===== src/logic/cache_cfg.svh =====
`ifndef CACHE_CFG_SVH
`define CACHE_CFG_SVH

// Cache geometry
`define CACHE_WAYS        4
`define CACHE_SETS        16
`define CACHE_LINE_BITS   256

// Address split: tag | index | word offset | byte offset
`define CACHE_TAG_BITS    23
`define CACHE_TAG_LSB     9
`define CACHE_INDEX_BITS  4
`define CACHE_INDEX_LSB   5
`define CACHE_OFFSET_BITS 3
`define CACHE_OFFSET_LSB  2

`endif


===== src/logic/ff_array.sv =====
`timescale 1ns/1ps
`include "cache_cfg.svh"

module ff_array #(
    parameter type payload_t = logic,
    parameter int  DEPTH     = `CACHE_SETS
) (
    input  logic                     clk,
    input  logic                     rst,
    input  logic                     we,
    input  logic [$clog2(DEPTH)-1:0] addr,
    input  payload_t                 din,
    output payload_t                 dout
);

    payload_t mem [DEPTH];

    // Cleared entries read back as invalid lines and a zero PLRU tree
    always_ff @(posedge clk) begin
        if (rst) begin
            for (int i = 0; i < DEPTH; i++) begin
                mem[i] <= '0;
            end
        end else if (we) begin
            mem[addr] <= din;
        end
    end

    // Read is combinational so lookup sees the set in the same cycle
    assign dout = mem[addr];

endmodule


===== config.mk =====
export PLATFORM = sky130hd
export DESIGN_NAME = ff_array
export DESIGN_NICKNAME = d
export VERILOG_FILES = /design/src/logic/ff_array.sv
export VERILOG_INCLUDE_DIRS = /design/src /design/src/logic
export SDC_FILE = /design/constraint.sdc
export NUM_CORES = 1
export LEC_CHECK = 0
export BUFFER_PORTS_ARGS = -buffer_cell sky130_fd_sc_hd__buf_2
export CELL_PAD_IN_SITES_DETAIL_PLACEMENT = 1
export CELL_PAD_IN_SITES_GLOBAL_PLACEMENT = 1
export CORE_UTILIZATION = 30
export DETAILED_ROUTE_END_ITERATION = 8
export GPL_ROUTABILITY_DRIVEN = 0
export PLACE_DENSITY = 0.55
export SETUP_SLACK_MARGIN = 0.5
export SKIP_LAST_GASP = 1
export SLEW_MARGIN = 25
export SYNTH_ARGS = -nofsm -noshare
export SYNTH_HDL_FRONTEND = slang
export SYNTH_SLANG_ARGS = --single-unit

===== constraint.sdc =====
create_clock -name clk -period 1.6 [get_ports clk]
set_input_delay 0.24 -clock clk [delete_from_list [all_inputs] [get_ports clk]]
set_output_delay 0.24 -clock clk [all_outputs]
set_load 0.03 [all_outputs]

Yosys cells after proc, flatten, opt, wreduce, memory -nomap -nowiden. Memory sizes are Yosys's and may differ from the RTL's. Cells that the tools add are included.

Output and inout bits: 1. Memory bits (writable): 16. Bits in registers: 0. Input bits: 8. Memories kept: 1. Word-level logic and storage cells: 10.

Reduce and logical (&&, ||, !) cells: 1. Multiplexer cells: 8.

Memory list: mem (depth 16, width 1, rd ports 1, clocked after Yosys merged registers in 0, write ports 16, line ff_array.sv:16) `payload_t mem [DEPTH];`.

Operators by type and width (count): 1-bit two-way mux (7); 4-bit two-way mux (1); 1-bit OR reduction (1).

Longest topological paths before layout.
Depth in word-level cells: 5. Gate-level depth with buffers: 4. Depth with buffers taken out: 3.

Worst setup path after synthesis. No wires, ideal clock.

Kind: input to output. Start point: in addr[0]. End point: out dout. Stages on the path: 4. Setup slack: 0.060 ns. Path buffers: 1. Arrival time: 1.300 ns. Data required time: 1.360 ns. Cells stage by stage: buf_6 > mux4_2 > a22oi_1 > nand3_1.

Longest elaborated chain between the ends: 1.

Ends and longest elaborated chain: from (decl) (line ff_array.sv:11) `input logic [$clog2(DEPTH)-1:0] addr,`; memory 16 x 1 bit; to (decl) (line ff_array.sv:13) `output payload_t dout`.

Every way passes these cells.

Worst setup path after layout.
Start point: mem mem[2] (netlist bit). End point: out dout.

Longest elaborated chain between the ends: 1.

Ends and longest elaborated chain (line): from (decl) (ff_array.sv:16); memory 16 x 1 bit.

Every way passes these cells.

==> results.cfg <==
[setup_path]
crit_path_end_kind = output pin
required_ns = 1.36
crit_path_max_incr_delay_ns = 0.48
worstPathMaxFanout = 1
cp.buffers_inverters = 1
cp_data_arrival_time_ns = 1.61
timing.setup.critical_path_class = register to output pin
worst_path_dominant_cell_family = multiplexers
startpoint_type = register
timing.critical_path.slowest_stage_cell = sky130_fd_sc_hd__mux4_2
cp_cell_sequence = mux4_2, a22oi_2, nand3_4, buf_6

[final_layout]
registers_with_the_most_flip_flops = mem x16
multi_input_area_um2 = 427.9
most_flops_register = mem
design_area_mm2 = 0.001182
antenna_cells = 0
largest_register_ff_count = 16
fillCellCount = 321
layout_commonest_cell = sky130_fd_sc_hd__nor2_1
design.final.nets = 112
p_r_area_growth_vs_syn_pct = 30.16
area_of_all_sequential_standard_cells_um2 = 480.5
drive_gt1_share_pct = 37.25
commonest_non_fill_non_tap_cells_in_the_layout = 18 x sky130_fd_sc_hd__nor2_1, 16 x sky130_fd_sc_hd__edfxtp_1, 16 x sky130_fd_sc_hd__buf_4

[drt]
drt_pass1_iterations = 6
avgRoutedWirePerCell_um = 18.91
drt.antenna.violating_nets = 0
dr.first_iter.drc_count = 18
routed_wl_um = 2515
route.vias.total = 699
detail_route.vias_per_cell = 5.256
remaining_drc_errors = 2

[synth]
netlist-cell-type-count = 20
synth.yosys.warnings = 0
ys_ff_latch = 16
synthDominantCellAreaShare_pct = 52.89
mappedNetlistArea_um2 = 908.4
synth_top_cell_by_area = sky130_fd_sc_hd__edfxtp_1
synth-seq-area-share_pct = 52.89
synthCells = 77
netlist_top_cells_area = sky130_fd_sc_hd__edfxtp_1 53%, sky130_fd_sc_hd__a21o_1 7.4%, sky130_fd_sc_hd__nor2_1 7.4%
synth.net_count = 85
postSynthAreaPerCell_um2 = 11.80

[flow_run]
cap_viol_max_count = 0

[timing]
final.setup.worst_slack_ns = -0.2493
final.min_clock_period_ns = 1.849
worst_hold_slack_ns = 0.3913
timing.max_slew.rel_slack_pct = 80.29
final_max_slew_viol_count = 0
tightest_slew_ns = 0.2946
setup_total_negative_slack_ns = -0.2493
fmax_ghz = 0.5408
final-setup-viol-count = 1
grt_setup_unrepaired = true
final.period_utilization_pct = 115.6
finalHoldViolations = 0

[floorplanning]
die-width_um = 57.03
start_util_pct = 32.38
die_height_um = 57.03
die-area_mm2 = 0.003252
placeableCoreArea_mm2 = 0.002805
rows = 19
ios = 9

[status]
run_status = finished, violations left
failed_checks = design-rule violations, negative setup slack

[clock_tree]
cts_buffers = 3
cts.root.buffer_cell = sky130_fd_sc_hd__clkbuf_4
hold_buffers = 0
path_clk_slew_ns = 0.09
clock_path_buffers = 2
ctsHtreeMaxLevel = 1
tritoncts_clock_tree = done
clkSinkCount = 16

[global_routing]
globalRoute.totalOverflow = 0
grt_pass1_vias = 757
grt_start_max_net_pins = 19
global_route_wire_length_before_repair_um = 4022
globalRouteTotalUtil_pct = 17.29
grt_antenna_before_repair = 0

[place]
io_buffers = 8
hpwl_um = 1839
detailed_place.area_mm2 = 0.001085

[pwr]
power.ir.vdd_worst_mv = 0.2893
power_switching_uw = 219.4
pwr-share-comb_pct = 19.8
total_leakage_power_nw = 0.4761
power.switching_fraction_pct = 24.91
power.sequential.fraction_pct = 55.9
cellInternalPower_uw = 661.2
power_density_mw_per_mm2 = 744.7
clockPowerShare_pct = 24.3

[hold_path]
min_path_type = primary input to register
metal layers:
layer	GRT usage [%]	vias up	share of wire [%]
li1	-	343	-
met3	4.082	4	1.9
met4	6.620	0	1.9
met1	23.19	345	45
met5	0	-	0
met2	27.23	7	51
through the flow:
step           util (%)  instances  power [mW]  worst slack [ns]
6_report          42.15        133      0.8805           -0.2493
3_5_place_dp      38.67        126      0.6528          -0.09222
5_1_grt           42.15        133      0.9179           -0.3180
4_1_cts           40.68        129      0.8766           -0.2890
2_1_floorplan         -         77      0.5948            0.1789
3_3_place_gp      38.67        126      0.6507          -0.06291
final cells by class:
cell class	count	area share (%)
clock buffer	3	1.905
multi-input combinational	57	36.19
sequential	16	40.64
tap	31	3.280
timing repair buffer	26	17.99
power by group through the flow:
stage | clock network, mW | logic, mW | registers (mW)
2_1_floorplan | 0 | 0.0984 | 0.496
3_3_place_gp | 0 | 0.149 | 0.501
3_5_place_dp | 0 | 0.150 | 0.503
4_1_cts | 0.220 | 0.163 | 0.494
5_1_grt | 0.236 | 0.187 | 0.495
6_report | 0.214 | 0.174 | 0.493
worst paths after layout:
path,depth (start not counted),endpoint,slack (ns),start
setup / recovery,4,dout,-0.25,mem[2]
hold / removal,3,mem[4],0.39,rst
logic make-up after synthesis:
group / after synthesis / share of synthesized area (%)
and+or+nand+nor: 36 / 18.32
AOI/OAI and AO/OA: 17 / 15.29
DFF: 16 / 52.89
muxes: 4 / 10.74
buffers and inverters: 4 / 2.754
Yosys cell counts:
master and count:
sky130_fd_sc_hd__nor2_1 18, sky130_fd_sc_hd__edfxtp_1 16, sky130_fd_sc_hd__a21o_1 9, sky130_fd_sc_hd__nand2_1 6
sky130_fd_sc_hd__o21bai_1 4, sky130_fd_sc_hd__a41o_2 3, sky130_fd_sc_hd__nand3_1 3, sky130_fd_sc_hd__nor2b_1 3
sky130_fd_sc_hd__buf_2 2, sky130_fd_sc_hd__mux4_1 2, sky130_fd_sc_hd__mux4_2 2, sky130_fd_sc_hd__a22oi_1 1
sky130_fd_sc_hd__and2_1 1, sky130_fd_sc_hd__buf_6 1, sky130_fd_sc_hd__clkbuf_1 1, sky130_fd_sc_hd__nand2b_1 1
sky130_fd_sc_hd__nand3b_1 1, sky130_fd_sc_hd__nand4b_1 1, sky130_fd_sc_hd__nor3b_1 1, sky130_fd_sc_hd__or2_1 1
what timing repair did:
action / in CTS / in global routing
resized for setup: 9 / 3
gates cloned: 0 / 0
setup buffers: 0 / 4
setup endpoints to repair: 18 / 10
endpoints found under the hold margin: 0 / 0
pin swaps: 5 / 4
(Power assumes the default switching activity.)
