--- src/logic/cache_cfg.svh ---
`ifndef CACHE_CFG_SVH
`define CACHE_CFG_SVH

// Cache geometry
`define CACHE_WAYS        4
`define CACHE_SETS        16
`define CACHE_LINE_BITS   256

// Address split: tag | index | word offset | byte offset
`define CACHE_TAG_BITS    23
`define CACHE_TAG_LSB     9
`define CACHE_INDEX_BITS  4
`define CACHE_INDEX_LSB   5
`define CACHE_OFFSET_BITS 3
`define CACHE_OFFSET_LSB  2

`endif

--- src/logic/cache_types_pkg.sv ---
`include "cache_cfg.svh"

package cache_types_pkg;

    // Miss handler states
    typedef enum logic [1:0] {
        idle_s,
        compare_tag_s,
        writeback_s,
        allocate_s
    } state_t;

    // Dirty bit sits above the tag
    typedef struct packed {
        logic                       dirty;
        logic [`CACHE_TAG_BITS-1:0] tag;
    } tag_entry_t;

    // Bit 0 picks the way pair, bit 1 ways 0/1, bit 2 ways 2/3
    typedef logic [2:0] plru_t;

    typedef logic [$clog2(`CACHE_WAYS)-1:0] way_t;

endpackage

--- src/logic/mem_bus_pkg.sv ---
`include "cache_cfg.svh"

package mem_bus_pkg;

    // Memory side
    typedef logic [`CACHE_LINE_BITS-1:0] line_t;
    typedef logic [31:0]                 addr_t;

    // CPU side
    typedef logic [31:0] word_t;
    typedef logic [3:0]  bmask_t;

    // One enable per byte of a line
    typedef logic [`CACHE_LINE_BITS/8-1:0] line_mask_t;

endpackage

--- src/logic/cache_lookup_if.sv ---
`timescale 1ns/1ps
`include "cache_cfg.svh"

interface cache_lookup_if;

    logic                           hit;
    cache_types_pkg::way_t          hit_way;
    cache_types_pkg::way_t          victim_way;
    logic                           victim_dirty;
    logic [`CACHE_TAG_BITS-1:0]     victim_tag;
    logic [`CACHE_INDEX_BITS-1:0]   index;
    logic [`CACHE_OFFSET_BITS-1:0]  word_sel;
    cache_types_pkg::plru_t         plru;

    modport lookup (
        output hit, hit_way, victim_way, victim_dirty, victim_tag,
        output index, word_sel, plru
    );

    modport control (
        input hit, victim_dirty, victim_tag
    );

    modport datapath (
        input hit, hit_way, victim_way, victim_dirty, victim_tag,
        input index, word_sel, plru
    );

endinterface

--- src/logic/cache_control.sv ---
`timescale 1ns/1ps

module cache_control (
    input  logic                    clk,
    input  logic                    rst,
    input  logic                    ufp_rmask,
    input  mem_bus_pkg::bmask_t     ufp_wmask,
    input  logic                    dfp_resp,
    cache_lookup_if.control         lk,
    output cache_types_pkg::state_t state,
    output logic                    dfp_read,
    output logic                    dfp_write
);

    cache_types_pkg::state_t state_next;
    logic                    req;

    // Read or any byte of a write counts as a request
    assign req = ufp_rmask || (|ufp_wmask);

    always_ff @(posedge clk) begin
        if (rst) begin
            state <= cache_types_pkg::idle_s;
        end else begin
            state <= state_next;
        end
    end

    always_comb begin
        state_next = state;
        unique case (state)
            cache_types_pkg::idle_s: begin
                if (req) begin
                    state_next = cache_types_pkg::compare_tag_s;
                end
            end
            cache_types_pkg::compare_tag_s: begin
                // Hit responds here; a miss evicts or refills first
                if (lk.hit) begin
                    state_next = cache_types_pkg::idle_s;
                end else if (lk.victim_dirty) begin
                    state_next = cache_types_pkg::writeback_s;
                end else begin
                    state_next = cache_types_pkg::allocate_s;
                end
            end
            cache_types_pkg::writeback_s: begin
                if (dfp_resp) begin
                    state_next = cache_types_pkg::allocate_s;
                end
            end
            cache_types_pkg::allocate_s: begin
                // Refilled line hits on the second compare
                if (dfp_resp) begin
                    state_next = cache_types_pkg::compare_tag_s;
                end
            end
            default: begin
                state_next = cache_types_pkg::idle_s;
            end
        endcase
    end

    // Requests drop the cycle after dfp_resp with the state change
    assign dfp_write = (state == cache_types_pkg::writeback_s);
    assign dfp_read  = (state == cache_types_pkg::allocate_s);

endmodule

--- src/flat_wrapper.sv ---
// flat-port wrapper written by rule: the top's interface ports become plain ports
module cache_control_flat 
  (clk, rst, ufp_rmask, ufp_wmask, dfp_resp, state, dfp_read, dfp_write, lk_hit, lk_victim_dirty, lk_victim_tag);
  cache_lookup_if lk_i ();
  input  logic clk;
  input  logic rst;
  input  logic ufp_rmask;
  input  mem_bus_pkg::bmask_t ufp_wmask;
  input  logic dfp_resp;
  output cache_types_pkg::state_t state;
  output logic dfp_read;
  output logic dfp_write;
  input wire logic [$bits(lk_i.hit)-1:0] lk_hit;
  input wire logic [$bits(lk_i.victim_dirty)-1:0] lk_victim_dirty;
  input wire logic [$bits(lk_i.victim_tag)-1:0] lk_victim_tag;
  assign lk_i.hit = lk_hit;
  assign lk_i.victim_dirty = lk_victim_dirty;
  assign lk_i.victim_tag = lk_victim_tag;
  cache_control u_core (.clk(clk), .rst(rst), .ufp_rmask(ufp_rmask), .ufp_wmask(ufp_wmask), .dfp_resp(dfp_resp), .lk(lk_i), .state(state), .dfp_read(dfp_read), .dfp_write(dfp_write));
endmodule
--- config.mk ---
export PLATFORM = sky130hd
export DESIGN_NAME = cache_control_flat
export DESIGN_NICKNAME = d
export VERILOG_FILES = /design/src/logic/cache_types_pkg.sv /design/src/logic/mem_bus_pkg.sv /design/src/logic/cache_lookup_if.sv /design/src/logic/cache_control.sv /design/src/flat_wrapper.sv
export VERILOG_INCLUDE_DIRS = /design/src /design/src/logic
export SDC_FILE = /design/constraint.sdc
export NUM_CORES = 1
export LEC_CHECK = 0
export ABC_CLOCK_PERIOD_IN_PS = 1550
export BUFFER_PORTS_ARGS = -buffer_cell sky130_fd_sc_hd__buf_2
export CAP_MARGIN = 20
export CORE_AREA = 2 2 39 41
export DETAILED_ROUTE_END_ITERATION = 10
export DIE_AREA = 0 0 41 43
export HOLD_SLACK_MARGIN = 0.1
export PLACE_DENSITY = 0.51
export SYNTH_ARGS = -nofsm -noshare
export SYNTH_HDL_FRONTEND = slang
export SYNTH_SLANG_ARGS = --single-unit
--- constraint.sdc ---
create_clock -name clk -period 1.55 [get_ports clk]
set_input_delay 0.0775 -clock clk [delete_from_list [all_inputs] [get_ports clk]]
set_output_delay 0.0775 -clock clk [all_outputs]
set_load 0.01 [all_outputs]
# ---- Yosys cells after proc, flatten, opt, wreduce, memory -nomap -nowiden
# Index checks and enable logic that the tools add are counted.
dict set report classes {
  n_eq_ne 6
  muxes 6
  n_reduce_logical 4
}
# operator count
set op_table {}
lappend op_table {{$mux 2} 4}
lappend op_table {{$pmux 2 s4} 1}
lappend op_table {{$eq 2x2->1 const B} 2}
lappend op_table {{$ne 2x2->1 const B} 2}
lappend op_table {{$reduce_or 4->1} 1}
lappend op_table {{$reduce_and 3->1} 1}
lappend op_table {{$eq 2x1->1 const B} 1}
lappend op_table {{$logic_not 2->1} 1}
lappend op_table {{$ne 2x1->1 const B} 1}
lappend op_table {{$logic_or 1x1->1} 1}
lappend op_table {{$mux 1} 1}
dict set report totals {
  register_bits 2
  input_bits 33
  output_inout_bits 4
  word_cells 17
}

# ---- Logic depth before layout (Yosys ltp)
dict set report logic_depth {
  word_depth 4
  mapped_depth 5
  depth_no_buf 5
}

# ---- Worst setup path before layout
# OpenSTA, ideal clock, no wires.
dict set report synth_path {
  kind {register to register}
  from {register u_core.state[0]}
  to {register u_core.state[1]}
  setup_ps 124
  t_arrival_ps 1425
  required_ps 1426
  path_slack_ps 1
  path_stages_with_launch 6
  n_path_buf 0
  synth_period_minus_slack_ps 1549
  path_cell_list {dfxtp_1 inv_1 ha_1 or4b_1 o32a_1 mux2i_1}
}
dict set report synth_via {
  elab_chain_cells 3
  word_cells_on_any_way 9
  cone_classes {eq/ne: 6; mux: 1; reduce/logical: 2}
}
# element line
set synth_lines {}
lappend synth_lines {{start: declaration} cache_control.sv:10} ;# output cache_types_pkg::state_t state,
lappend synth_lines {{start signal: assignment} cache_control.sv:23} ;# state <= cache_types_pkg::idle_s;
lappend synth_lines {{start signal: assignment} cache_control.sv:25} ;# state <= state_next;
lappend synth_lines {{$eq 2x2->1 or $logic_not 2->1 (tied branches)} cache_control.sv:31} ;# unique case (state)
lappend synth_lines {{$ne 2x2->1 (no line) or $ne 2x1->1 (tied branches)} n/a}
lappend synth_lines {{$reduce_and 3->1 (no line)} n/a}
# Parallel ways exist; a longest one is shown, timed or not.
# A chain may end at the register's enable or synchronous reset.

# ---- Worst setup path after layout
dict set report layout_path {
  from {register u_core.state[0]}
  to {register u_core.state[0]}
}
# Same word-level chain as after synthesis.

==> flow_summary.rst <==
.. list-table::
   :header-rows: 1

   * - Metric
     - Value
   * - Area share of xor/xnor cells in the synthesized design
     - 0%
   * - Total via count after detailed routing
     - 221
   * - CTS Hold Bufs
     - 0
   * - Floorplan Core Area
     - 1380 sq um
   * - Reg power frac
     - 23.3%
   * - Mux cell area share after synthesis
     - 10.8%
   * - Remaining antenna violation count after routing
     - 0
   * - Family with the most delay on the worst path
     - simple AND/OR/NAND/NOR gates
   * - DRC violation count after routing
     - 0
   * - Die width
     - 41 microns
   * - Least-Margin Pin Slew
     - 0.180 ns
   * - Total Power Consumption
     - 266 uW
   * - Die height
     - 43 microns
   * - Detail-routed net length per standard cell
     - 9.53 microns
   * - Count of different cell masters after synthesis
     - 13
   * - Standby leakage power
     - 0.000183 uW
   * - Placer Congestion
     - 0.672
   * - Simple logic cell fraction of the synthesized area
     - 22.3%
   * - Post-layout minimum cycle time
     - 1.55 ns
   * - Cell at the slowest stage of the critical path
     - sky130_fd_sc_hd__or4b_4
   * - Flip-flop count of the largest register, all copies and words added
     - 2
   * - Average cell area after synthesis
     - 8.82 sq um
   * - Switching pwr
     - 74.0 uW
   * - Initial antenna violation count
     - 0
   * - Total wirelength of the detailed-routed design
     - 543 microns
   * - Worst Hold Path Cells
     - 4
   * - Unrepaired setup endpoints after global routing
     - true
   * - Design internal power
     - 192 uW
   * - Highest ir drop seen on vdd
     - 0.000229 V
   * - Period utilization
     - 100%
   * - TritonRoute pass-1 iters
     - 4
   * - Count of filler cells inserted in the layout
     - 157
   * - Cell types occupying the most area after synthesis
     - sky130_fd_sc_hd__ha_1 27%, sky130_fd_sc_hd__dfxtp_1 22%, sky130_fd_sc_hd__mux2i_1 11%
   * - Initial Util
     - 13.4%
   * - Initial detailed-routing violation count
     - 4
   * - Vias per std cell
     - 3.88
   * - Category of the worst setup path launch point
     - flop
   * - Top-Level Pins
     - 37
   * - Start point of the worst min-delay path
     - rst
   * - Endpoint kind of the worst setup timing path
     - flop
   * - Latest clock arrival within the worst-skew pair
     - 0.23 ns
   * - Compound-Gate Fraction of Synth Area
     - 12.2%
   * - Via count of the first global-routing pass
     - 214
   * - Cells on worst reg2reg path
     - 5
   * - H-tree levels
     - 1
   * - Violated checks
     - negative setup slack
   * - Arithmetic-cell share of the synthesized area counting full adders, half adders and majority gates
     - 27.0%
   * - Combinational family with the most area after synthesis
     - adder cells
   * - Total clock buffers created by CTS
     - 3
   * - Path class of the lowest-slack min-delay path
     - in -> reg
   * - Delay of the slowest cell on the worst path
     - 0.44 ns
   * - CP cell instances
     - inv_2, ha_4, or4b_4, o32a_1, mux2i_1
   * - Buffering stage count on the worst path with inverters included
     - 1
   * - Number of port buffers
     - 13
   * - Net count reported at finish
     - 80
   * - Clock skew after layout
     - 0.00612 ns
   * - Setup Viol. Count Final
     - 1
   * - Area Growth Syn to Fin
     - 84.5%
   * - Part of the power in combinational logic
     - 32.3%
   * - Status
     - complete, but fails checks
   * - First-pass GRT wire length
     - 786 microns
   * - Cell Count Post-Placement
     - 52
   * - GRT Resource Usage Total
     - 7.90%
   * - Slew Limit Fails
     - 0
   * - Arrival time reported for the critical path endpoint
     - 1.65 ns
   * - Largest net degree at the start of global routing
     - 5
   * - Required arrival time at the worst endpoint
     - 1.65 ns
   * - Cell type with the largest total area after synthesis
     - sky130_fd_sc_hd__ha_1
   * - Finished Cell Area
     - 342 sq um
   * - Internal reg-to-reg setup slack
     - -0.002 ns
   * - TritonCTS clock tree
     - done
   * - Std-Cell Rows
     - 14
   * - Standard cell area after detailed placement
     - 285 sq um
   * - Maximum achievable frequency
     - 0.644 GHz
   * - Leftover overflow at the end of global routing
     - 0
   * - Number of hold violations in the final report
     - 0
   * - Number of sinks on the clock net
     - 2
   * - Max Root-Sink Buffers
     - 2
   * - Post-synthesis instance area
     - 185 sq um
   * - Register ranked first by flip-flop count
     - u_core.state
   * - CTS Root Cell
     - sky130_fd_sc_hd__clkbuf_4
   * - Registers with the most flip-flops
     - u_core.state x2
   * - Critical R2R Capture
     - u_core.state[0]
   * - Die area
     - 1760 sq um
   * - Final instance count without filler cells
     - 57
   * - Final setup margin
     - -0.00168 ns
   * - Switching power as a share of total power
     - 27.8%
   * - Post-synthesis register bit count
     - 2
   * - Fraction of final layout cells with drive strength greater than 1
     - 63.4%
   * - Synth Instances
     - 21
   * - Number of nets produced by synthesis
     - 58
   * - Cell area power density
     - 778 nW/um^2
   * - Part of the Yosys area used for sequential elements
     - 21.6%
   * - Startpoint of the lowest-slack register-to-register path
     - u_core.state[0]
   * - Max_cap viols
     - 0
   * - Worst setup path class
     - reg -> reg
   * - Power share of the clock group
     - 44.5%
   * - Antenna cell count
     - 0
   * - Area share of the largest cell type after synthesis
     - 27.0%
   * - Largest fanout on the critical path
     - 2
   * - WHS Endpoint
     - u_core.state[0]
   * - Total number of yosys warnings
     - 0
   * - Clock slew at the register clock pins of the worst setup and hold paths
     - 0.03 ns
   * - Max-slew headroom
     - 87.9%
worst max-delay path by stage:
stage / start / to / slack [ns] / depth (start not counted)
final: u_core.state[0] / u_core.state[0] / -0.002 / 5
after global routing: u_core.state[1] / u_core.state[1] / -0.08 / 5
after CTS: u_core.state[1] / u_core.state[0] / -0.03 / 5
after detailed placement: u_core.state[0] / u_core.state[1] / -0.04 / 5
after global placement: u_core.state[0] / u_core.state[0] / 0.007 / 5
after floorplan: u_core.state[0] / u_core.state[1] / 0.001 / 5
worst register-to-register path: stages, from the launching register on:
cell and delay, ns:
sky130_fd_sc_hd__dfxtp_2 0.31, sky130_fd_sc_hd__inv_2 0.07, sky130_fd_sc_hd__ha_4 0.12, sky130_fd_sc_hd__or4b_4 0.44, sky130_fd_sc_hd__o32a_1 0.35, sky130_fd_sc_hd__mux2i_1 0.14
routing by layer:
| metal | vias up | part of all wire, % | routed length (microns) | track usage, % |
|---|---|---|---|---|
| li1 | 113 | - | - | - |
| met1 | 91 | 43 | 236 | 7.62 |
| met2 | 17 | 45 | 244 | 9.69 |
| met3 | 0 | 11 | 61 | 3.14 |
| met4 | 0 | 0 | 0 | 12.0 |
| met5 | - | 0 | 0 | 0 |
cell usage in the layout, fill, tap and decap left out:
master,count
sky130_fd_sc_hd__ha_4,1
sky130_fd_sc_hd__o32a_1,1
sky130_fd_sc_hd__o211ai_1,1
sky130_fd_sc_hd__o21ai_0,1
sky130_fd_sc_hd__nand2b_1,1
sky130_fd_sc_hd__inv_1,1
sky130_fd_sc_hd__clkbuf_4,3
sky130_fd_sc_hd__ha_1,3
sky130_fd_sc_hd__mux2i_1,2
sky130_fd_sc_hd__nor2b_1,1
sky130_fd_sc_hd__inv_2,2
sky130_fd_sc_hd__nand2_1,2
sky130_fd_sc_hd__or4b_4,1
sky130_fd_sc_hd__nor3b_1,1
sky130_fd_sc_hd__nor2_1,1
sky130_fd_sc_hd__buf_2,13
sky130_fd_sc_hd__buf_4,4
sky130_fd_sc_hd__dfxtp_2,2
what timing repair did:
action / 4_1_cts / 5_1_grt
cloned: 0 / 0
setup buffers: 2 / 0
gates resized for setup: 2 / 5
endpoints found under the setup margin: 2 / 2
cells in the mapped netlist:
| master | count |
|---|---|
| sky130_fd_sc_hd__nand2b_1 | 1 |
| sky130_fd_sc_hd__or4b_1 | 1 |
| sky130_fd_sc_hd__o32a_1 | 1 |
| sky130_fd_sc_hd__nor2b_1 | 1 |
| sky130_fd_sc_hd__inv_1 | 3 |
| sky130_fd_sc_hd__dfxtp_1 | 2 |
| sky130_fd_sc_hd__mux2i_1 | 2 |
| sky130_fd_sc_hd__nor2_1 | 1 |
| sky130_fd_sc_hd__o211ai_1 | 1 |
| sky130_fd_sc_hd__nand2_1 | 2 |
| sky130_fd_sc_hd__nor3b_1 | 1 |
| sky130_fd_sc_hd__o21ai_0 | 1 |
| sky130_fd_sc_hd__ha_1 | 4 |
power by group through the flow:
stage / Combinational, uW / Sequential [uW] / Clock [uW]
4_1_cts: 77.2 / 61.7 / 125
3_3_place_gp: 68.5 / 60.4 / 0
5_1_grt: 97.4 / 63.0 / 131
3_5_place_dp: 69.4 / 60.9 / 0
2_1_floorplan: 30.3 / 66.3 / 0
6_report: 85.8 / 61.8 / 118
metrics by stage:
| step | hold WS (ns) | setup WS [ns] | setup TNS [ns] | util, % |
|---|---|---|---|---|
| 5_1_grt | 0.193 | -0.0812 | -0.146 | 24.7 |
| 4_1_cts | 0.150 | -0.0294 | -0.0506 | 23.4 |
| 3_3_place_gp | 0.385 | 0.00668 | 0 | 20.6 |
| 2_1_floorplan | 0.281 | 0.00124 | 0 | - |
| 3_5_place_dp | 0.397 | -0.0358 | -0.0713 | 20.6 |
| 6_report | 0.153 | -0.00168 | -0.00168 | 24.7 |
cells by family after synthesis:
logic type	count (synthesis)
and+or+nand+nor	7
adders and majority gates	4
AOI/OAI and AO/OA	3
buffers and inverters	3
muxes	2
DFF	2
area by class of cell:
class                      instances  area, sq um  area share [%]
tap                               16         20.0            5.86
sequential                         2         42.5            12.5
timing repair buffer              17         95.1            27.8
inverter                           3         11.3            3.30
multi-input combinational         16          150            44.0
clock buffer                       3         22.5            6.59
Note: power is estimated with default switching activity, not from simulation.
