### config.mk
export PLATFORM = sky130hd
export DESIGN_NAME = cache_lookup_flat
export DESIGN_NICKNAME = d
export VERILOG_FILES = /design/src/logic/cache_types_pkg.sv /design/src/logic/mem_bus_pkg.sv /design/src/logic/cache_lookup_if.sv /design/src/logic/cache_lookup.sv /design/src/flat_wrapper.sv
export VERILOG_INCLUDE_DIRS = /design/src /design/src/logic
export SDC_FILE = /design/constraint.sdc
export NUM_CORES = 1
export LEC_CHECK = 0
export BUFFER_PORTS_ARGS = -buffer_cell sky130_fd_sc_hd__buf_2
export CAP_MARGIN = 20
export CORE_MARGIN = 10
export CORE_UTILIZATION = 40
export DETAILED_ROUTE_END_ITERATION = 16
export PLACE_DENSITY = 0.85
export SYNTH_ARGS = -nofsm -noshare
export SYNTH_HDL_FRONTEND = slang
export SYNTH_SLANG_ARGS = --single-unit
export TNS_END_PERCENT = 20
### constraint.sdc
create_clock -name vclk -period 1.6
set_clock_uncertainty 0.2 [all_clocks]
set_input_delay 0.08 -clock vclk [all_inputs]
set_output_delay 0.08 -clock vclk [all_outputs]
set_load 0.02 [all_outputs]
### src/logic/cache_cfg.svh
`ifndef CACHE_CFG_SVH
`define CACHE_CFG_SVH

// Cache geometry
`define CACHE_WAYS        4
`define CACHE_SETS        16
`define CACHE_LINE_BITS   256

// Address split: tag | index | word offset | byte offset
`define CACHE_TAG_BITS    23
`define CACHE_TAG_LSB     9
`define CACHE_INDEX_BITS  4
`define CACHE_INDEX_LSB   5
`define CACHE_OFFSET_BITS 3
`define CACHE_OFFSET_LSB  2

`endif

### src/logic/cache_types_pkg.sv
`include "cache_cfg.svh"

package cache_types_pkg;

    // Miss handler states
    typedef enum logic [1:0] {
        idle_s,
        compare_tag_s,
        writeback_s,
        allocate_s
    } state_t;

    // Dirty bit sits above the tag
    typedef struct packed {
        logic                       dirty;
        logic [`CACHE_TAG_BITS-1:0] tag;
    } tag_entry_t;

    // Bit 0 picks the way pair, bit 1 ways 0/1, bit 2 ways 2/3
    typedef logic [2:0] plru_t;

    typedef logic [$clog2(`CACHE_WAYS)-1:0] way_t;

endpackage

### src/logic/mem_bus_pkg.sv
`include "cache_cfg.svh"

package mem_bus_pkg;

    // Memory side
    typedef logic [`CACHE_LINE_BITS-1:0] line_t;
    typedef logic [31:0]                 addr_t;

    // CPU side
    typedef logic [31:0] word_t;
    typedef logic [3:0]  bmask_t;

    // One enable per byte of a line
    typedef logic [`CACHE_LINE_BITS/8-1:0] line_mask_t;

endpackage

### src/logic/cache_lookup_if.sv
`timescale 1ns/1ps
`include "cache_cfg.svh"

interface cache_lookup_if;

    logic                           hit;
    cache_types_pkg::way_t          hit_way;
    cache_types_pkg::way_t          victim_way;
    logic                           victim_dirty;
    logic [`CACHE_TAG_BITS-1:0]     victim_tag;
    logic [`CACHE_INDEX_BITS-1:0]   index;
    logic [`CACHE_OFFSET_BITS-1:0]  word_sel;
    cache_types_pkg::plru_t         plru;

    modport lookup (
        output hit, hit_way, victim_way, victim_dirty, victim_tag,
        output index, word_sel, plru
    );

    modport control (
        input hit, victim_dirty, victim_tag
    );

    modport datapath (
        input hit, hit_way, victim_way, victim_dirty, victim_tag,
        input index, word_sel, plru
    );

endinterface

### src/logic/cache_lookup.sv
`timescale 1ns/1ps
`include "cache_cfg.svh"

module cache_lookup (
    input  mem_bus_pkg::addr_t          ufp_addr,
    input  logic                        ways_valid [`CACHE_WAYS],
    input  cache_types_pkg::tag_entry_t ways_tags [`CACHE_WAYS],
    input  cache_types_pkg::plru_t      plru_bits,
    cache_lookup_if.lookup              lk
);

    logic [`CACHE_TAG_BITS-1:0] req_tag;
    logic [`CACHE_WAYS-1:0]     way_match;
    cache_types_pkg::way_t      match_way;
    cache_types_pkg::way_t      victim;

    // Address split
    assign req_tag     = ufp_addr[`CACHE_TAG_LSB +: `CACHE_TAG_BITS];
    assign lk.index    = ufp_addr[`CACHE_INDEX_LSB +: `CACHE_INDEX_BITS];
    assign lk.word_sel = ufp_addr[`CACHE_OFFSET_LSB +: `CACHE_OFFSET_BITS];
    assign lk.plru     = plru_bits;

    // Tag compare in every way
    always_comb begin
        for (int w = 0; w < `CACHE_WAYS; w++) begin
            way_match[w] = ways_valid[w] && (ways_tags[w].tag == req_tag);
        end
    end

    // At most one way can match, lowest index wins anyway
    always_comb begin
        match_way = '0;
        for (int w = `CACHE_WAYS - 1; w >= 0; w--) begin
            if (way_match[w]) begin
                match_way = cache_types_pkg::way_t'(w);
            end
        end
    end

    assign lk.hit     = |way_match;
    assign lk.hit_way = match_way;

    // Tree walk toward the least recently used leaf
    always_comb begin
        if (plru_bits[0]) begin
            victim = {1'b1, plru_bits[2]};
        end else begin
            victim = {1'b0, plru_bits[1]};
        end
    end

    assign lk.victim_way = victim;

    // Victim details for writeback
    assign lk.victim_dirty = ways_valid[victim] && ways_tags[victim].dirty;
    assign lk.victim_tag   = ways_tags[victim].tag;

endmodule

### src/flat_wrapper.sv
// flat-port wrapper written by rule: the top's interface ports become plain ports
module cache_lookup_flat 
  (ufp_addr, ways_valid, ways_tags, plru_bits, lk_hit, lk_hit_way, lk_victim_way, lk_victim_dirty, lk_victim_tag, lk_index, lk_word_sel, lk_plru);
  cache_lookup_if lk_i ();
  input  mem_bus_pkg::addr_t ufp_addr;
  input  logic ways_valid[`CACHE_WAYS];
  input  cache_types_pkg::tag_entry_t ways_tags[`CACHE_WAYS];
  input  cache_types_pkg::plru_t plru_bits;
  output wire logic [$bits(lk_i.hit)-1:0] lk_hit;
  output wire logic [$bits(lk_i.hit_way)-1:0] lk_hit_way;
  output wire logic [$bits(lk_i.victim_way)-1:0] lk_victim_way;
  output wire logic [$bits(lk_i.victim_dirty)-1:0] lk_victim_dirty;
  output wire logic [$bits(lk_i.victim_tag)-1:0] lk_victim_tag;
  output wire logic [$bits(lk_i.index)-1:0] lk_index;
  output wire logic [$bits(lk_i.word_sel)-1:0] lk_word_sel;
  output wire logic [$bits(lk_i.plru)-1:0] lk_plru;
  assign lk_hit = lk_i.hit;
  assign lk_hit_way = lk_i.hit_way;
  assign lk_victim_way = lk_i.victim_way;
  assign lk_victim_dirty = lk_i.victim_dirty;
  assign lk_victim_tag = lk_i.victim_tag;
  assign lk_index = lk_i.index;
  assign lk_word_sel = lk_i.word_sel;
  assign lk_plru = lk_i.plru;
  cache_lookup u_core (.ufp_addr(ufp_addr), .ways_valid(ways_valid), .ways_tags(ways_tags), .plru_bits(plru_bits), .lk(lk_i));
endmodule
# After elaboration in Yosys (flattened, before gate mapping)
# Cells that the tools add are included.
dict set report totals {
  regBits 0
  inputBits 135
  output_inout_bits 39
}
dict set report op_classes {
  n_lt_le_gt_ge 1
  eq_ne 4
  muxes 11
  bitwise_logic 1
  n_reduce_logical 6
}
# op n
set ops {}
lappend ops {{23-bit == test} 4}
lappend ops {{24-bit binary-select mux with 2-bit select} 1}
lappend ops {{24-bit 2-to-1 mux} 2}
lappend ops {{2-bit 2-to-1 mux} 5}
lappend ops {{1-bit logical AND} 5}
lappend ops {{4-bit OR reduction} 1}
lappend ops {{3-bit >= comparator (second input constant)} 1}
lappend ops {{2-bit NOT with 3-bit output} 1}
lappend ops {{1-bit binary-select mux with 2-bit select} 1}
lappend ops {{1-bit 2-to-1 mux} 2}

# Logic depth before layout (Yosys ltp)
# Gate-level depths: netlist of the first run.
dict set report depth {
  ltp_word 6
  mapped_depth 6
}

# Worst setup path after synthesis of the first run
# No wires, ideal clock.
dict set report synth_timing {
  kind {input -> output}
  startpoint {input ufp_addr[14]}
  endpoint {output lk_hit_way[0]}
  t_arrival_ns 1.384
  required_ns 1.320
  path_slack_ns -0.064
  path_stages 6
  path_buffers 1
  path_cell_list {clkbuf_1 > xnor2_1 > nand4_1 > nor4_1 > o311ai_0 > a21oi_1}
}
dict set report synth_via {
  elab_chain_cells 6
  word_cells_on_any_way 12
  classes_between {eq/ne (4); mux (4); reduce/logical (4)}
}
# element line_no
set synth_lines {}
lappend synth_lines {{start, declared} flat_wrapper.sv:5} ;# input mem_bus_pkg::addr_t ufp_addr;
lappend synth_lines {{23-bit == test} cache_lookup.sv:26} ;# way_match[w] = ways_valid[w] && (ways_tags[w].tag == req_tag);
lappend synth_lines {{1-bit logical AND} cache_lookup.sv:26}
lappend synth_lines {{2-bit 2-to-1 mux (3 in a row)} cache_lookup.sv:34} ;# if (way_match[w]) begin
lappend synth_lines {{2-bit 2-to-1 mux (*)} cache_lookup.sv:34}
lappend synth_lines {{end, declared} flat_wrapper.sv:10} ;# output wire logic [$bits(lk_i.hit_way)-1:0] lk_hit_way;
# Mark *: on every way between the ends. The rest lies on a longest branch, timed or not.

# Worst setup path after layout of the first run
dict set report layout_timing {
  startpoint {input ufp_addr[12]}
  endpoint {output lk_hit_way[1]}
}
# The elaborated chain is that of the path after synthesis.

==> results of run 1 <==
==> what timing repair did <==
item / CTS / global route
resized for setup: 16 / 13
setup buffers: 0 / 2
setup endpoints to repair: 3 / 3
pin swaps: 7 / 6
hold endpoints to repair: 7 / 0
cloned: 0 / 0
hold buffers: 7 / 0
==> worst max-delay path: cells and delay by family <==
family                 cells  cell delay (ns)
AND/OR/NAND/NOR            3             0.85
buffers and inverters      2             0.29
AO/OA/AOI/OAI              1             0.25
XOR/XNOR                   1             0.18
==> logic make-up (layout without fill, tap and decap cells) <==
logic type | after synthesis | after routing | share of synthesized area [%]
xor gates and xnor gates | 92 | 92 | 42.1
and+or+nand+nor | 62 | 62 | 19.7
AOI/OAI and AO/OA | 52 | 52 | 17.4
buffers and inverters | 30 | 199 | 8.16
muxes | 24 | 24 | 12.6
==> Yosys cell counts, drive strengths merged, types with 3 or more instances <==
master and count:
clkbuf 14, xnor2 52, nor2 3, nor2b 23, nand2 3, xor2 40, buf 16, mux2i 23
a211oi 24, a21oi 25, nand4 16, nor4 12
==> cell type report <==
type               instances  area share, %
repair buffers           199           38.3
multi-input cells        230           59.5
well taps                 54           2.16
==> how the worst min path moves through the flow <==
stage | startpoint | to | cells after the start
6_report | plru_bits[0] | lk_victim_way[0] | 3
5_1_grt | plru_bits[0] | lk_victim_way[0] | 3
3_3_place_gp | ufp_addr[2] | lk_word_sel[0] | 0
2_1_floorplan | ufp_addr[5] | lk_index[0] | 1
3_5_place_dp | ufp_addr[2] | lk_word_sel[0] | 0
4_1_cts | plru_bits[0] | lk_victim_way[0] | 3
==> metrics by stage <==
stage / setup TNS (ns) / util, % / hold slack [ns] / worst slack, ns
after floorplan: -0.0233 / - / 0.0726 / -0.0233
after global placement: -0.908 / 61.8 / -0.0399 / -0.332
after detailed placement: -0.960 / 61.8 / -0.0399 / -0.380
after CTS: -0.743 / 65.0 / 0.380 / -0.308
after global routing: -0.929 / 66.7 / 0.406 / -0.389
final: -0.732 / 66.7 / 0.372 / -0.330
==> layout by cell type, fill, tap and decap left out, drive strengths merged <==
cell,instances
a211oi,24
nor3,1
a311oi,1
nand4,16
nor2b,23
nand4b,1
mux2i,23
a21oi,25
a31oi,1
buf,192
and3,1
o311ai,1
nand2,3
mux2,1
nor2,3
xor2,40
nor4,12
nand3,1
or3,1
dlygate4sd3,7
xnor2,52
==> metal layers <==
| layer | up-vias | share of wire (%) |
|---|---|---|
| li1 | 1261 | - |
| met1 | 1214 | 37 |
| met2 | 129 | 52 |
| met3 | 22 | 8.4 |
| met4 | 0 | 3.2 |
| met5 | - | 0 |
==> power by group <==
part | total [mW] | leakage [nW] | internal (mW) | switching [mW]
logic | 0.976 | 1.44 | 0.457 | 0.519
clock network | 0 | 0 | 0 | 0
registers | 0 | 0 | 0 | 0
==> results.md, run 1 <==
Outcome:
- The run finished, with violations left.
- The final reports fail on negative setup slack.

Finish:
- After filler insertion, the fill cell instance count of the layout stands at 392.
- The post-synthesis to final-layout area growth is 63.4%.
- Clock buffers in the final layout number 0.
- The finished cells cover approximately 3100 um2.
- The number of nets in the finished design is around 570.
- The area of combinational cells with multiple inputs is 1860 um2.
- The number of antenna diodes in the final layout is 0.
- Cells with a size suffix above 1 make up 48.7% of the layout.
- The final cell count without fillers is 483.
- The sequential cells in the finished layout cover a total of 0 um2.
- The design has 0 sequential cells.

STA:
- The worst path uses 121% of the clock period.
- The final count of pins violating max slew came to 0.
- The final number of setup-violating endpoints is 3.
- At the pin with the least slew margin, the transition time is 0.392 ns.
- The final hold violation count is 0.
- The clock period minus worst slack is 1.93 ns.
- The final worst setup slack is -0.330 ns.
- The maximum clock rate is 518 MHz.
- Setup repair after global routing could not meet its margin everywhere.
- The worst relative slew slack is 73.6%.

Setup path:
- Tracing the worst setup path back leads to its startpoint at ufp_addr[12].
- The slowest stage cell on the critical path is or3_4.
- The destination of the critical timing path is lk_hit_way[1].
- The critical-path maximum fanout is 3.
- The critical path goes through buf_12 > xor2_4 > nor4_2 > nand4_1 > or3_4 > a211oi_2 > buf_4.
- The critical path required time is between 1 and 1.5 ns.
- The worst setup path is captured at an output port.
- The critical path startpoint category is a primary input.
- The delay of the slowest critical-path stage is 0.37 ns.
- Data arrives at the worst endpoint at 1.65 ns.
- By startpoint and endpoint, the worst setup path is classified as in -> out.

Floorplanning:
- The die area is 7960 um2.
- The floorplan has 25 rows.
- The die is roughly 90 um tall.
- The initial core utilization is 40.8%.
- The standard cell core area is about 4700 um2.
- The die is 89.2 um wide.
- 174 I/O pins were placed.

Route:
- After detailed routing, the number of vias per cell comes to 5.44.
- The routed design has 9320 um of wire.
- In this run, the number of DRC markers left after iteration 0 of detailed routing was 56.
- The remaining antenna violation count is 0.
- The count of TritonRoute iterations in the first routing pass is 4.
- The residual DRC count is 0.
- The vias after detailed routing is 2626.
- The mean routed wirelength per cell is between 15 and 20 um.

Global routing:
- The global routing's busiest layer is met2.
- For this run, the total global-route usage over all layers was measured as 21.0%.
- The met3 global-route usage is between 4 and 5%.
- The remaining global-route overflow is 0.
- The met2 usage is 40.9%.
- The number of antenna violations at the first check in global routing is 0.
- Entering global routing, the biggest net connects 33 pins.
- The via count of the first global-routing pass is roughly 2900.
- The first-pass GRT wire length is around 13000 um.
- The global-route track usage on met1 is 21.5%.

Yosys:
- The share of synthesized area in the top cell type comes to 23.8%.
- The cell accounting for the most synthesized area is xnor2_1.
- Of the synthesized area, sequential elements account for 0%.
- The synthesized netlist occupies a cell area of roughly 1900 um2.
- Yosys printed 0 warnings.
- Yosys attributes the largest share of cell area to xnor2_1, xor2_1, mux2i_1.
- Dividing the synthesized area by the synthesized cell count gives 7.37 um2.
- Synthesis produced a netlist with a net count of 395.
- Yosys mapped the design onto 24 distinct sky130hd cell types.
- The synthesized instance count is 260.

Placement:
- The placed instance area is roughly 2900 um2.
- The congestion estimate from routability-driven global placement came to 0.891.
- The wire-length estimate of the detail-placed layout is 7740 um.
- In this run the tool buffered the top-level ports with 158 buffer cells.
- Including well taps, the total number of placed cells is between 400 and 500.

Power:
- Power comes to 0.976 mW.
- The total power density per cell area is 312 nW/um2.
- VDD sags by at most 0.000229 V.
- Summed over all cells, the static leakage comes to 1.44 nW.

Run:
- The tool flagged a number of max-cap violations equal to 0.

Worst hold path:
- The kind of path behind the tightest hold check is in -> out.
No activity file was read; power rests on OpenSTA's default activity.
==> inputs of run 2 (changes only) <==
Settings changed: ABC_AREA set to 1, CORE_UTILIZATION 40 to 43.
==> run 2 against run 1 <==
Hold slack worse by 0.12 ns. Total power up 6.0%. Global-route usage up 3.9 points. Combinational power up 6%. Via count up 46%. Critical path type unchanged. Sequential cell count unchanged. The flow now finishes without violations. Critical path depth up 5. Worst setup slack better by 0.40 ns. Area after synthesis up 21%. Sequential share of layout area unchanged. Synthesized cell count up 95%. Cell count up 51%.
==> results.md, run 2 <==
STA:
- Headroom to the max-slew limit came out at 76.3%.
- Subtracting the final worst setup slack from the clock period gives 1.53 ns.
- In the finished design, the share of the clock period the worst path needs comes to 95.6%.
- The final count of pins violating max slew is 0.
- Summed over all failing endpoints, the final setup total negative slack is 0 ns.
- The transition time of the tightest slew-check pin is 0.351 ns.
- The final hold violation count is 0.
- Hold timing on the final database bottoms out at a slack of 0.250 ns.
- The maximum clock rate is about 650 MHz.
- The final number of setup-violating endpoints is 0.

Route:
- For this block, the initial DRC count from the detailed router was 252.
- The mean routed wirelength per cell is around 16 um.
- The post-detailed-route via-to-cell ratio is approximately 5.3.
- The count of TritonRoute iterations in the first routing pass is 5.
- The detail route stage leaves a number of antenna-violating nets equal to 0.
- The residual DRC count is 0.
- The met1 routed wirelength after detailed routing is ~5000 um.
- The vias after detailed routing is 3822.
- In the detailed route, the total length drawn on met3 is 1100 um.
- The final layout contains routed wiring with a total length of 11900 um.
- The routed design uses 5540 um of met2 wire.
- The highest layer used for signal routing is met4.

Yosys:
- The count of warnings emitted by yosys is 0.
- The synthesized instance count is approximately 510.
- The synthesized area per cell is 4.58 um2.
- Sorting the synthesized cells by area gives the leading types as nand2_1, o21ai_0, a21oi_1.
- The count of cell types in the netlist is 25.
- The post-synthesis instance area is ~2300 um2.
- The cell accounting for the most synthesized area is nand2_1.
- In the post-synthesis netlist, the cell with the most instances is nand2_1.
- The top-area cell type share of the netlist area is 25.7%.
- The share of the Yosys chip area taken by registers is 0%.
- The post-synth net total is 642.
- Sorting the synthesized cells by how often they occur yields nand2_1, o21ai_0, inv_1, nor2_1, a21oi_1.

Setup path:
- Counting stages on the worst path, the most repeated cell is nand2_1.
- The buffer and inverter count on the worst path is 3.
- The cell type group with the largest total delay on the critical path is simple AND/OR/NAND/NOR gates.
- Of all nets on the critical path, the largest fanout is 5.
- In this design, the stage delay of the slowest critical-path cell is 0.16 ns.
- STA classifies the critical path endpoint as an output port.
- The signal arrival time at the worst endpoint is 1.25 ns.
- Data on the critical path is required at its endpoint by approximately 1.3 ns.
- The worst setup path is of the in -> out kind.
- The timing startpoint of the critical path is ufp_addr[25].
- The critical path startpoint category is a primary input.
- The slowest stage cell on the critical path is buf_4.
- Walking the worst path, the cells encountered are buf_2 > inv_2 > nand2_1 > nand2_1 > nor2_1 > nand2_1 > nor2_1 > nand2_1 > nor2_1 > nand2_1 > a21oi_2 > buf_4.

Global routing:
- Global routing used 24.9% of the available tracks across all layers.
- The number of antenna violations at the first check in global routing is 1.
- The maximum number of pins on one net before global-route repair is 30.
- The first-pass GRT wire length is 18000 um.
- After global routing the overflow that remains totals 0.
- The via count of the first global-routing pass is 3686.

Floorplanning:
- The initial core utilization is 44.9%.
- The floorplan step defined a die boundary enclosing approximately 8700 um2.
- The die span in y is 93.5 um.
- After floorplanning, the core was divided into 26 placement rows.
- The core region is 5170 um2.
- Pin placement for this block handled 174 I/O pins.
- The floorplan step set the die width to a little over 90 um.

Finish:
- The number of nets in the finished design is slightly below 800.
- The fraction of final layout cells with drive strength greater than 1 is 32.6%.
- There are 0 flip-flops and latches.
- Relative to the synthesized area, the layout overhead comes to 41.7%.
- The sequential cells in the finished layout cover a total of 0 um2.
- The top cell types in the final layout, fill and taps aside, are nand2_1, buf_2, o21ai_0.
- The count of clock buffers in the final design is 0.
- The leading cell type in the layout, fill and taps excluded is nand2_1.

Power:
- The switching share of power is 61.9%.
- In this run the power density over the cells is 314 nW/um2.
- The share of total power dissipated in sequential elements is 0%.
- Summed over all cells, the static leakage comes to 1.94 nW.
- The internal power of the cells totals about 0.39 mW.
- The analysis attributes to net switching a power of 0.640 mW.
- In this run, the combinational gates consume 100.0% of the power.
- The clock share of power is 0%.
- IR analysis of the VDD net gives a maximum drop of 0.000237 V.

Placement:
- Routability-driven placement finished with a final weighted congestion of 0.983.
- The quantity of I/O buffers inserted on ports is 158.
- The half-perimeter wire length after detailed placement is 10200 um.

Outcome:
- The flow ran to the end, and the final reports show no timing, DRC or antenna violations.

Worst hold path:
- The kind of path behind the tightest hold check is in -> out.
- In this run the most critical hold path is launched from plru_bits[2].

Run:
- The tool flagged a number of max-cap violations equal to 0.
run 2: cell count changes after synthesis, moves of 23 or more:
cell | before | now
a211oi_1 | 23 | 0
inv_1 | 0 | 59
mux2i_1 | 23 | 0
nand2_1 | 3 | 159
nor2_1 | 3 | 57
nor2b_1 | 23 | 0
o21ai_0 | 0 | 69
xnor2_1 | 52 | 7
xor2_1 | 40 | 11
run 2: final timing paths:
kind | to | slack, ns | cells after the start
worst max-delay path | lk_hit_way[0] | 0.07 | 12
worst min-delay path | lk_plru[2] | 0.25 | 2
run 2: logic make-up after synthesis:
group                     Yosys count  synth area share, %
AOI/OAI and AO/OA                 149                 33.1
xor gates and xnor gates           18                 6.79
buffers and inverters             109                 20.6
and+or+nand+nor                   231                 39.5
run 2: per-layer routing:
layer | global-route usage (%) | vias up
met1 | 31.6 | 1702
met2 | 42.2 | 193
li1 | - | 1909
met5 | 0 | -
met4 | 4.76 | 0
met3 | 4.88 | 18
run 2: power by group through the flow:
stage | Combinational [mW] | Clock [mW] | Sequential [mW]
2_1_floorplan | 0.562 | 0 | 0
3_3_place_gp | 0.963 | 0 | 0
3_5_place_dp | 0.974 | 0 | 0
4_1_cts | 1.01 | 0 | 0
5_1_grt | 1.13 | 0.0000000836 | 0
6_report | 1.03 | 0.0000000836 | 0
run 2: through the flow:
step	util (%)	area, um2	setup slack [ns]	total power, mW	instances
finish	63.6	3290	0.0697	1.03	727
global route	63.6	3290	-0.0179	1.13	727
CTS	62.0	3210	0.0800	1.01	726
detailed placement	60.7	3140	0.0850	0.974	719
global placement	60.7	3140	0.0744	0.963	719
floorplan	-	2320	0.231	0.562	507
run 2: area by class of cell:
class,instances,area (um2)
Multi-Input combinational cell,398,1900
Fill cell,528,1880
Timing Repair Buffer,176,985
Inverter,82,313
Tap cell,70,87.6
Antenna cell,1,2.50
run 2: timing repair:
item | CTS | global route
hold buffers | 7 | 0
resized for setup | 0 | 22
endpoints found under the setup margin | 0 | 6
buffers inserted | 0 | 0
endpoints found under the hold margin | 7 | 0
==> inputs of run 3 (changes only) <==
Settings changed: BUFFER_PORTS_ARGS -buffer_cell sky130_fd_sc_hd__buf_2 to -buffer_cell sky130_fd_sc_hd__buf_4, CORE_ASPECT_RATIO set to 0.9.
==> run 3 against run 2 <==
Hold slack worse by 0.038 ns. Die area hardly changed. Maximum frequency shrank 0.48%. Critical path type unchanged. Via count increased by 1.6%. Non-clock buffer count fell by 2. Worst setup slack lost 0.0074 ns. Critical path depth stayed put. Largest power group unchanged.
==> results.md, run 3 (synthesis results as in run 2) <==
Outcome:
- The flow ran to the end, and the final reports show no timing, DRC or antenna violations.

Route:
- Before antenna repair, the detailed router went through 6 iterations.
- The mean routed wirelength per cell is 17.3 um.
- The residual DRC count is 0.
- The detail route stage leaves a number of antenna-violating nets equal to 0.
- The first routing iteration left 338 violations.
- The vias after detailed routing is 3882.
- The total wirelength of the detailed-routed design is approximately 12000 um.
- The post-detailed-route via-to-cell ratio is between 5 and 6.

Setup path:
- The signal arrival time at the worst endpoint is around 1.3 ns.
- The slowest stage cell on the critical path is a21oi_2.
- Grouping stages by cell kind, the critical path spends the most delay in simple AND/OR/NAND/NOR gates.
- Along the worst path, the maximum fanout reaches 4.
- The critical path required time is 1.32 ns.
- The most numerous cell on the critical path is nand2_1.
- The critical path goes through buf_4 > inv_2 > nand2_1 > nand2_1 > nor2_1 > nand2_1 > nor2_2 > nand2_2 > nor2_1 > nand2_1 > a21oi_2 > buf_6.
- The buffer and inverter count on the worst path is 3.
- The delay of the slowest critical-path stage is around 0.16 ns.
- The type of destination of the critical path is an output port.
- STA classifies the critical path startpoint as a primary input.
- The critical setup path kind is in -> out.

STA:
- The clock period minus worst slack is 1.54 ns.
- The final hold violation count is 0.
- The final count of pins violating max slew was 0.
- The summed negative setup slack over all endpoints is 0 ns.
- Based on the critical path, the design can be clocked at up to between 600 and 700 MHz.
- The transition time of the tightest slew-check pin is 0.328 ns.
- Dividing the final minimum period by the clock period gives 96.1%.
- The worst path meets setup with just over 0.06 ns of slack.
- The final number of setup-violating endpoints is 0.
- The worst relative slew slack is between 70% and 80%.

Worst hold path:
- The endpoint of the worst hold-timing path is lk_plru[2].
- The launch instance of the worst min-delay path is plru_bits[2].
- The min-delay analysis places its worst path in the category in -> out.
- The cell depth of the worst hold path is 2.

Global routing:
- The remaining global-route overflow is 0.
- The overall fraction of global-route tracks in use is 25.5%.
- The via count of the first global-routing pass is 3687.
- Entering global routing, the biggest net connects 32 pins.
- The number of antenna violations at the first check in global routing is 0.
- The first-pass GRT wire length is 19200 um.

Finish:
- The finished cells cover 3630 um2.
- The area used by sequential logic in the layout is 0 um2.
- At the end of the flow, the number of nets in the layout was ~790.
- The repair_antennas step left the layout with diodes totalling 0.
- The fraction of final layout cells with drive strength greater than 1 is 32.6%.
- Once layout is complete, the utilization of the core stands at 69.1%.
- The area growth from synthesis to layout is 56.5%.
- The leading cell type in the layout, fill and taps excluded is buf_4.
- The total number of sequential cells is 0.
- Leaving out fill and tap cells, the most frequent cells in the layout are buf_4, nand2_1, o21ai_0.
- The count of clock buffers in the final design is 0.
- The final-layout fill cell count is 486.

Floorplanning:
- The initial core utilization is about 44%.
- The standard cell core area is 5260 um2.
- The die covers slightly below 9000 um2.
- The cell row count is 25.
- The I/O pin total is 174.
- From bottom edge to top edge, the die measures 89.7 um.
- The die width is 97.4 um.

Power:
- The sequential fraction of design power is 0%.
- Dividing total power by cell area gives a power density of 319 nW/um2.
- The clock share of power is 0%.
- The cell internal power dissipation is 0.514 mW.
- Total power for the finished layout comes to 1.16 mW.
- The logic gate share of total power is 100.0%.
- The maximum VDD drop is 0.000341 V.
- The cell leakage power is 2.06 nW.
- Of the total power, the share spent switching nets is 55.7%.
- Summed over all nets, the switching power comes to 0.646 mW.

Placement:
- The placed instance area is 3520 um2.
- At the placement stage, the worst setup path has a slack of 0.0501 ns.
- At the end of routability-driven placement, the weighted congestion stood at 0.958.
- The quantity of I/O buffers inserted on ports is approximately 160.
- Detailed placement ended at an HPWL of 10400 um.

Run:
- Max-cap violations in this run came to 0.
-- run 3: final cells by class --
type	instances	area [um2]	area share (%)
well taps	67	83.8	2.31
repair buffers	174	1360	37.3
multi-input cells	398	1880	51.7
inverters	82	313	8.61
-- run 3: how the worst max path moves through the flow --
stage                 start                end  slack [ns]  cells past startpoint
2_1_floorplan  plru_bits[0]  lk_victim_tag[11]        0.23                      4
3_3_place_gp   ufp_addr[19]      lk_hit_way[1]        0.04                     12
3_5_place_dp   ufp_addr[25]      lk_hit_way[1]        0.05                     11
4_1_cts        ufp_addr[25]      lk_hit_way[1]        0.05                     11
5_1_grt        ufp_addr[15]      lk_hit_way[0]       -0.14                     12
6_report       ufp_addr[15]      lk_hit_way[0]        0.06                     12
-- run 3: what timing repair did --
item | CTS | global route
hold buffers | 7 | 0
setup endpoints to repair | 0 | 3
buffers inserted | 0 | 0
resized for setup | 0 | 18
hold endpoints to repair | 7 | 0
-- run 3: through the flow --
stage,hold slack [ns],instances
2_1_floorplan,0.0726,507
3_3_place_gp,-0.0399,714
3_5_place_dp,-0.0399,714
4_1_cts,0.211,721
5_1_grt,0.226,721
6_report,0.212,721
-- run 3: per-layer routing --
| layer | track usage, % | wire length [um] | vias to the layer above |
|---|---|---|---|
| li1 | - | - | 1897 |
| met1 | 31.7 | 4840 | 1700 |
| met2 | 45.1 | 6040 | 261 |
| met3 | 4.28 | 1370 | 24 |
| met4 | 4.00 | 218 | 0 |
| met5 | 0 | 0 | - |
-- run 3: power by group through the flow --
stage,clock (mW),sequential [mW],combinational [mW]
6_report,0,0,1.16
5_1_grt,0,0,1.26
4_1_cts,0,0,1.13
3_5_place_dp,0,0,1.10
3_3_place_gp,0,0,1.09
2_1_floorplan,0,0,0.562
